`src/float_ops_pkg.sv`:
```
//////////////////////////////////////////////////
// opcodes of the float unit and the state encodings
// of its multiplier and adder engines
//////////////////////////////////////////////////

package float_ops_pkg;

	// operation requested with the start strobe
	typedef enum logic [1:0] {
		op_add = 2'd0,
		op_sub = 2'd1,
		op_mul = 2'd2
	} t_float_op;

	// multiplier engine
	typedef enum logic [1:0] {
		mult_idle     = 2'd0,
		mult_mult     = 2'd1,
		mult_norm     = 2'd2,
		mult_finished = 2'd3
	} t_mult_state;

	// adder engine, one extra step for operand alignment
	typedef enum logic [2:0] {
		add_idle     = 3'd0,
		add_align    = 3'd1,
		add_sum      = 3'd2,
		add_norm     = 3'd3,
		add_finished = 3'd4
	} t_add_state;

endpackage

```
`src/float_format_pkg.sv`:
```
//////////////////////////////////////////////////
// default float format shared by the float unit
// modules take these as parameter defaults only
//////////////////////////////////////////////////

package float_format_pkg;

	// total width of a float word
	// sign, biased exponent and mantissa fraction
	localparam int default_bits = 32;

	// exponent field width
	// the bias (2^(n-1) - 1) and the mantissa width follow from this
	localparam int default_exp_bits = 8;

endpackage
```
`src/float_unit.sv`:
```
`timescale 1ns/1ps
//////////////////////////////////////////////////
// float unit top, add, subtract or multiply per start
// operands and opcode stay stable until out_done
//////////////////////////////////////////////////

module float_unit
	import float_format_pkg::*;
	import float_ops_pkg::*;
#(
	parameter int BITS = default_bits,
	parameter int EXP_BITS = default_exp_bits
)
(
	input logic in_clk,
	input logic in_rst,
	input logic in_start,
	input t_float_op in_op,
	input logic [BITS-1:0] in_a,
	input logic [BITS-1:0] in_b,
	output logic [BITS-1:0] out_result,
	output logic out_done
);

	// engine results and their finished levels
	logic [BITS-1:0] mult_prod;
	logic [BITS-1:0] add_sum;
	logic mult_finished;
	logic add_finished;

	float_multiplier #(
		.BITS(BITS),
		.EXP_BITS(EXP_BITS)
	) u_mult (
		.in_clk(in_clk),
		.in_rst(in_rst),
		.in_start(in_start),
		.in_a(in_a),
		.in_b(in_b),
		.out_prod(mult_prod),
		.out_finished(mult_finished)
	);

	// add and subtract share one engine
	float_adder #(
		.BITS(BITS),
		.EXP_BITS(EXP_BITS)
	) u_add (
		.in_clk(in_clk),
		.in_rst(in_rst),
		.in_start(in_start),
		.in_op(in_op),
		.in_a(in_a),
		.in_b(in_b),
		.out_sum(add_sum),
		.out_finished(add_finished)
	);

	float_result_select #(
		.BITS(BITS)
	) u_select (
		.in_clk(in_clk),
		.in_rst(in_rst),
		.in_start(in_start),
		.in_op(in_op),
		.in_prod(mult_prod),
		.in_sum(add_sum),
		.in_mult_finished(mult_finished),
		.in_add_finished(add_finished),
		.out_result(out_result),
		.out_done(out_done)
	);

endmodule

```
`src/float_result_select.sv`:
```
`timescale 1ns/1ps
//////////////////////////////////////////////////
// waits for both engines, keeps the result of the
// requested operation and pulses done for one cycle
//////////////////////////////////////////////////

module float_result_select
	import float_format_pkg::*;
	import float_ops_pkg::*;
#(
	parameter int BITS = default_bits
)
(
	input logic in_clk,
	input logic in_rst,
	input logic in_start,
	input t_float_op in_op,
	input logic [BITS-1:0] in_prod,
	input logic [BITS-1:0] in_sum,
	input logic in_mult_finished,
	input logic in_add_finished,
	output logic [BITS-1:0] out_result,
	output logic out_done
);

	// an operation is in flight
	logic pending;
	t_float_op op_q;
	logic both_finished;

	assign both_finished = pending && in_mult_finished && in_add_finished;

	always_ff @(posedge in_clk or posedge in_rst) begin
		if (in_rst) begin
			pending <= 1'b0;
			op_q <= op_add;
			out_result <= '0;
			out_done <= 1'b0;
		end else begin
			out_done <= both_finished;
			if (both_finished) begin
				pending <= 1'b0;
				out_result <= (op_q == op_mul) ? in_prod : in_sum;
			end else if (in_start && !pending) begin
				// starts while pending are dropped
				pending <= 1'b1;
				op_q <= in_op;
			end
		end
	end

	// done is a single-cycle pulse per operation
	assert property (@(posedge in_clk) disable iff (in_rst)
		out_done |=> !out_done);

endmodule

```
`src/float_adder.sv`:
```
`timescale 1ns/1ps
//////////////////////////////////////////////////
// sequential float adder and subtractor, one result per start
// aligns, adds magnitudes and renormalises, truncating throughout
//////////////////////////////////////////////////

module float_adder
	import float_format_pkg::*;
	import float_ops_pkg::*;
#(
	parameter int BITS = default_bits,
	parameter int EXP_BITS = default_exp_bits
)
(
	input logic in_clk,
	input logic in_rst,
	input logic in_start,
	input t_float_op in_op,
	input logic [BITS-1:0] in_a,
	input logic [BITS-1:0] in_b,
	output logic [BITS-1:0] out_sum,
	output logic out_finished
);

	localparam int MANT_BITS = BITS - EXP_BITS - 1;
	localparam int LZ_BITS = $clog2(MANT_BITS + 2);

	t_add_state state;
	t_add_state state_next;

	// operands, b with its sign flipped for subtract
	logic a_sign;
	logic b_sign;
	logic [EXP_BITS-1:0] a_exp;
	logic [EXP_BITS-1:0] b_exp;
	logic a_zero;
	logic b_zero;
	logic a_ge_b;

	// alignment
	logic big_sign;
	logic [EXP_BITS-1:0] big_exp;
	logic [MANT_BITS:0] big_mant;
	logic [MANT_BITS:0] small_mant;
	logic [EXP_BITS-1:0] exp_diff;
	logic [BITS-1:0] pass_value;

	// pipeline of the sequential steps
	logic sign_q;
	logic [EXP_BITS-1:0] exp_q;
	logic [MANT_BITS:0] big_q;
	logic [MANT_BITS:0] small_q;
	logic eff_sub_q;
	logic pass_q;
	logic [BITS-1:0] pass_value_q;
	logic [MANT_BITS+1:0] sum_q;

	// normalisation
	logic [LZ_BITS-1:0] lz;
	logic [MANT_BITS:0] norm_mant;
	logic [EXP_BITS-1:0] exp_inc;
	logic [EXP_BITS-1:0] exp_dec;
	logic [BITS-1:0] norm_result;

	function automatic logic [LZ_BITS-1:0] lead_zeros(input logic [MANT_BITS:0] value);
		logic [LZ_BITS-1:0] count;
		logic found;
		count = '0;
		found = 1'b0;
		for (int i = MANT_BITS; i >= 0; i--) begin
			if (value[i])
				found = 1'b1;
			else if (!found)
				count = count + 1'b1;
		end
		return count;
	endfunction

	assign a_sign = in_a[BITS-1];
	assign b_sign = in_b[BITS-1] ^ (in_op == op_sub);
	assign a_exp = in_a[BITS-2 -: EXP_BITS];
	assign b_exp = in_b[BITS-2 -: EXP_BITS];
	assign a_zero = (a_exp == '0);
	assign b_zero = (b_exp == '0);
	// exponent and fraction compare as one unsigned magnitude
	assign a_ge_b = (in_a[BITS-2:0] >= in_b[BITS-2:0]);

	always_comb begin
		big_sign = a_ge_b ? a_sign : b_sign;
		big_exp = a_ge_b ? a_exp : b_exp;
		big_mant = a_ge_b ? {1'b1, in_a[MANT_BITS-1:0]} : {1'b1, in_b[MANT_BITS-1:0]};
		small_mant = a_ge_b ? {1'b1, in_b[MANT_BITS-1:0]} : {1'b1, in_a[MANT_BITS-1:0]};
		exp_diff = a_ge_b ? (a_exp - b_exp) : (b_exp - a_exp);

		// a zero operand hands the other one straight through
		if (a_zero && b_zero)
			pass_value = '0;
		else if (a_zero)
			pass_value = {b_sign, in_b[BITS-2:0]};
		else
			pass_value = in_a;
	end

	assign lz = lead_zeros(sum_q[MANT_BITS:0]);
	assign norm_mant = sum_q[MANT_BITS:0] << lz;
	assign exp_inc = exp_q + 1'b1;
	assign exp_dec = exp_q - EXP_BITS'(lz);

	always_comb begin
		if (pass_q)
			norm_result = pass_value_q;
		else if (sum_q == '0)
			norm_result = '0;
		else if (sum_q[MANT_BITS+1])
			norm_result = {sign_q, exp_inc, sum_q[MANT_BITS:1]};
		else
			norm_result = {sign_q, exp_dec, norm_mant[MANT_BITS-1:0]};
	end

	assign out_finished = (state == add_finished);

	always_comb begin
		state_next = state;
		case (state)
			add_idle: if (in_start) state_next = add_align;
			add_align: state_next = add_sum;
			add_sum: state_next = add_norm;
			add_norm: state_next = add_finished;
			add_finished: if (in_start) state_next = add_align;
			default: state_next = add_idle;
		endcase
	end

	always_ff @(posedge in_clk or posedge in_rst) begin
		if (in_rst)
			state <= add_idle;
		else
			state <= state_next;
	end

	always_ff @(posedge in_clk) begin
		case (state)
			add_align: begin
				sign_q <= big_sign;
				exp_q <= big_exp;
				big_q <= big_mant;
				// bits shifted out are simply lost
				small_q <= small_mant >> exp_diff;
				eff_sub_q <= a_sign ^ b_sign;
				pass_q <= a_zero || b_zero;
				pass_value_q <= pass_value;
			end
			add_sum: begin
				if (eff_sub_q)
					sum_q <= {1'b0, big_q} - {1'b0, small_q};
				else
					sum_q <= {1'b0, big_q} + {1'b0, small_q};
			end
			add_norm: out_sum <= norm_result;
			default: ;
		endcase
	end

	assert property (@(posedge in_clk) disable iff (in_rst)
		state inside {add_idle, add_align, add_sum, add_norm, add_finished});

endmodule

```
`src/float_multiplier.sv`:
```
`timescale 1ns/1ps
//////////////////////////////////////////////////
// sequential float multiplier giving one product per start
// result is truncated and held while out_finished is high
//////////////////////////////////////////////////

module float_multiplier
	import float_format_pkg::*;
	import float_ops_pkg::*;
#(
	parameter int BITS = default_bits,
	parameter int EXP_BITS = default_exp_bits
)
(
	input logic in_clk,
	input logic in_rst,
	input logic in_start,
	input logic [BITS-1:0] in_a,
	input logic [BITS-1:0] in_b,
	output logic [BITS-1:0] out_prod,
	output logic out_finished
);

	localparam int MANT_BITS = BITS - EXP_BITS - 1;
	localparam int EXP_BIAS = (1 << (EXP_BITS - 1)) - 1;
	localparam int PROD_BITS = 2 * (MANT_BITS + 1);

	t_mult_state state;
	t_mult_state state_next;

	// operand fields with the hidden one restored
	logic [EXP_BITS-1:0] a_exp;
	logic [EXP_BITS-1:0] b_exp;
	logic [MANT_BITS:0] a_mant;
	logic [MANT_BITS:0] b_mant;
	logic operand_zero;
	logic [EXP_BITS-1:0] exp_sum;

	// product registers
	logic [PROD_BITS-1:0] prod_q;
	logic [EXP_BITS-1:0] exp_q;
	logic [EXP_BITS-1:0] exp_inc;
	logic sign_q;
	logic zero_q;
	logic [BITS-1:0] norm_result;

	assign a_exp = in_a[BITS-2 -: EXP_BITS];
	assign b_exp = in_b[BITS-2 -: EXP_BITS];
	assign a_mant = {1'b1, in_a[MANT_BITS-1:0]};
	assign b_mant = {1'b1, in_b[MANT_BITS-1:0]};
	assign operand_zero = (a_exp == '0) || (b_exp == '0);
	assign exp_sum = EXP_BITS'(int'(a_exp) + int'(b_exp) - EXP_BIAS);

	assign exp_inc = exp_q + 1'b1;
	assign out_finished = (state == mult_finished);

	// product lies in [1,4) so a set top bit means one extra exponent step
	always_comb begin
		if (zero_q)
			norm_result = '0;
		else if (prod_q[PROD_BITS-1])
			norm_result = {sign_q, exp_inc, prod_q[PROD_BITS-2 -: MANT_BITS]};
		else
			norm_result = {sign_q, exp_q, prod_q[PROD_BITS-3 -: MANT_BITS]};
	end

	always_comb begin
		state_next = state;
		case (state)
			mult_idle: if (in_start) state_next = mult_mult;
			mult_mult: state_next = mult_norm;
			mult_norm: state_next = mult_finished;
			mult_finished: if (in_start) state_next = mult_mult;
			default: state_next = mult_idle;
		endcase
	end

	always_ff @(posedge in_clk or posedge in_rst) begin
		if (in_rst)
			state <= mult_idle;
		else
			state <= state_next;
	end

	always_ff @(posedge in_clk) begin
		case (state)
			mult_mult: begin
				prod_q <= a_mant * b_mant;
				exp_q <= exp_sum;
				sign_q <= in_a[BITS-1] ^ in_b[BITS-1];
				zero_q <= operand_zero;
			end
			mult_norm: out_prod <= norm_result;
			default: ;
		endcase
	end

	// an accepted start drops the finished level until the new result is ready
	assert property (@(posedge in_clk) disable iff (in_rst)
		in_start && (state == mult_idle || state == mult_finished)
		|=> !out_finished ##1 !out_finished ##1 out_finished);

endmodule

```
`config.mk`:
```
export PLATFORM = sky130hd
export DESIGN_NAME = float_unit
export DESIGN_NICKNAME = d
export VERILOG_FILES = /design/src/float_ops_pkg.sv /design/src/float_format_pkg.sv /design/src/float_unit.sv /design/src/float_result_select.sv /design/src/float_adder.sv /design/src/float_multiplier.sv
export SDC_FILE = /design/constraint.sdc
export NUM_CORES = 2
export LEC_CHECK = 0
export ABC_AREA = 1
export ABC_CLOCK_PERIOD_IN_PS = 32400
export BUFFER_PORTS_ARGS = -buffer_cell sky130_fd_sc_hd__buf_2
export CAP_MARGIN = 20
export CORE_AREA = 2 2 253 255
export DETAILED_ROUTE_END_ITERATION = 6
export DIE_AREA = 0 0 255 257
export GPL_TIMING_DRIVEN = 0
export PLACE_DENSITY = 0.83
export SKIP_LAST_GASP = 1
export SLEW_MARGIN = 20
export SYNTH_ARGS = -nofsm -noshare
export SYNTH_HDL_FRONTEND = slang
export SYNTH_SLANG_ARGS = --single-unit
```
`constraint.sdc`:
```
create_clock -name in_clk -period 32.4 [get_ports in_clk]
set_input_delay 6.48 -clock in_clk [delete_from_list [all_inputs] [get_ports in_clk]]
set_output_delay 6.48 -clock in_clk [all_outputs]
set_load 0.05 [all_outputs]
```
==> flow_metrics.tcl <==
set metrics [dict create \
    final.setup_skew_ns 0.01266 \
    cts-root-buf "clkbuf_16" \
    critPathRequiredTime_ns 32.66 \
    worstMarginPinSlew_ns 1.156 \
    crit_arrival_ns 15.13 \
    synthTopCellsByCount "1152 x nand2_1, 1011 x inv_1, 486 x fa_1" \
    synth_xor_area_share_pct 2.418 \
    synth_fp_nets 5580 \
    first_iter_violations 3576 \
    hold_buffers 0 \
    vias 32540 \
    synth_top_area_share_pct 26.01 \
    post_drt_via_cell_ratio 5.679 \
    cts_resized 0 \
    cp_slowest_stage_delay_ns 0.71 \
    yosys_warnings 0 \
    rows 92 \
    period_needed_ns 14.86 \
    synth_cell_types 69 \
    hold_path.class "flop to flop" \
    hold_viol_final 0 \
    clkSinkCount 255 \
    io_pins 102 \
    clk_pin_slew_ns 0.06 \
    drive_gt1_share_pct 6.351 \
    cts_buffer_depth 3 \
    report.final.setup_viol 0 \
    start_kind "primary input" \
    async_reset_ff_share_pct 16.08 \
    postCtsSetupRepairBufs 0 \
    overflow 0 \
    cp_slowest_cell "clkbuf_1" \
    synth-simple-area-share_pct 20.48 \
    worstSetupPathType "primary input to flop" \
    fin_crit_sh_pct 45.87 \
    core-area_um2 62740 \
    critPathCaptureType "flop" \
    drc 0 \
    critPathTopFamily "adder cells" \
    place_congestion 1.057 \
    synthTopCellsByArea "fa_1 26%, edfxtp_1 17%, nand2_1 12%, inv_1 10%, ha_1 10%" \
    antenna_found_initial 8 \
    muxShareOfSynthArea_pct 0.1873 \
    yosys.area_share.adder_pct 35.98 \
    synth_compound_area_share_pct 8.269 \
    relSlewSlack_pct 22.70 \
    grt_pass1_wl_um 179300 \
    path_max_fanout 10 \
    antenna_left 0 \
    synth_top_family_by_area "adder cells" \
    synth.ff_latch_count 255 \
    synth.most_common_cell "nand2_1" \
    rsz0062_at_grt "no" \
    syn2layout_area_growth_pct 6.754 \
    avgSynthCellArea_um2 7.913 \
    track_usage_pct 35.95 \
    routedWlPerCell_um 20.12 \
    synth_edf_count 214 \
    num-nets-final 5716 \
    clock.fmax_ghz 0.06728 \
    drt_pass1_iterations 6 \
    dieArea_um2 65540 \
    dp_hpwl_um 95240 \
    start_util_pct 59.62 \
    synth_cells 4727 \
    ys.flop_type "edfxtp_1" \
    die_h_um 257 \
    yosysTopAreaCell "fa_1" \
    drv_slew 0 \
    drv_cap 0 \
    port_buffers 101 \
    insertion_delay_ns 0.54 \
    cp_num_buf_inv 8 \
    ys_seq_area_share_pct 19.92 \
    grt_pass1_vias 32340 \
    drt_wl_total_um 115300 \
    chipWidth_um 255 \
    run_status "finished clean" \
    cts_buffers 24 \
    h-tree-depth 1 \
    syn-cell-area_um2 37400 \
    grt_max_degree 33 \
    path_common_cell "fa_1" \
    setup_tns_ns 0 \
    cts_tree "yes" \
]
placed cells by master, fill, tap and decap left out, types with 27 or more instances in the layout:
master    Yosys  layout
xnor2_1      27      27
nor2_1      273     271
ha_1        298     296
o21ai_0     227     227
dfrtp_1      41      41
fa_1        486     486
nand2_2      37      37
a21oi_1     174     174
a31oi_1      46      46
clkbuf_1    176     179
nand4_1      39      39
edfxtp_1    214     214
inv_1      1011    1010
nand2_1    1152    1152
nand3_1     184     184
buf_2         6     107
xor2_1       70      70
area by class of cell:
cell class	instances	area (µm²)
multi-input combinational	3228	25210
fill	5346	22800
buffer	205	862.1
clock buffer	27	611.8
sequential	255	7452
inverter	1039	3905
tap	846	1059
clock inverter	17	150.1
antenna	4	10.01
timing repair buffer	110	670.6
logic make-up (layout without fill, tap and decap cells):
group                    after synthesis  count (layout)
AO/OA/AOI/OAI                        550             550
XOR/XNOR                              99              99
adder cells (fa/ha/maj)              784             784
buffers and inverters               1244            1398
flip-flops                           255             255
multiplexers                           7               7
other                                  0               4
AND/OR/NAND/NOR                     1788            1788
through the flow:
stage               worst slack, ns  instance area (µm²)  utilization, %  hold slack, ns  std cells
floorplan                     19.32                37400               -          0.4811       4727
global placement              17.26                38970           62.12          0.5039       5674
detailed placement            17.29                39160           62.42          0.5071       5683
CTS                           17.78                39920           63.63          0.5327       5727
global route                  17.19                39920           63.63          0.5457       5727
finish                        17.54                39930           63.65          0.5367       5731
layer usage:
layer	vias up	GRT usage, %	wire (µm)
met5	-	0	74
met3	399	8.123	14010
li1	14820	-	-
met2	1991	57.48	51820
met1	15320	45.82	42150
met4	12	18.27	7258
worst reg2reg max path: cells and delay by family (launching register included):
| family | cells | cell delay [ns] |
|---|---|---|
| adders and majority gates | 14 | 3.81 |
| buffers and inverters | 12 | 1.19 |
| and+or+nand+nor | 41 | 4.14 |
| DFF | 1 | 0.44 |
| AOI/OAI and AO/OA | 18 | 2.42 |
| xor gates and xnor gates | 2 | 0.33 |
registers in the layout, summed over array words and instances, names as in the netlist, 2 cells and up:
| name | count |
|---|---|
| u_add.small_q | 24 |
| u_add.pass_value_q | 32 |
| u_add.state | 3 |
| u_mult.state | 2 |
| u_select.op_q | 2 |
| u_mult.exp_q | 8 |
| u_add.out_sum | 32 |
| u_add.big_q | 23 |
| u_mult.prod_q | 25 |
| u_mult.out_prod | 32 |
| u_select.out_result | 32 |
| u_add.sum_q | 25 |
| u_add.exp_q | 8 |
path summary, 6_finish.rpt:
kind                                        startpoint                                   to  slack, ns  cells after the start
max                                           in_a[12]          u_mult.prod_q[45]$_DFFE_PN_      17.54                     33
min                        u_add.out_sum[15]$_DFFE_PP_  u_select.out_result[15]$_DFFE_PP0P_       0.54                      2
max reg2reg                  u_add.sum_q[22]$_DFFE_PN_          u_add.out_sum[30]$_DFFE_PP_      19.83                     87
min reg2reg                u_add.out_sum[15]$_DFFE_PP_  u_select.out_result[15]$_DFFE_PP0P_       0.54                      2
max in group asynchronous                       in_rst  u_select.out_result[29]$_DFFE_PP0P_      26.04                      3
min in group asynchronous                       in_rst   u_select.out_result[7]$_DFFE_PP0P_       5.91                      2
Power is not shown: default switching activity piles up to over one toggle a cycle in this logic, so the estimate is an artifact.
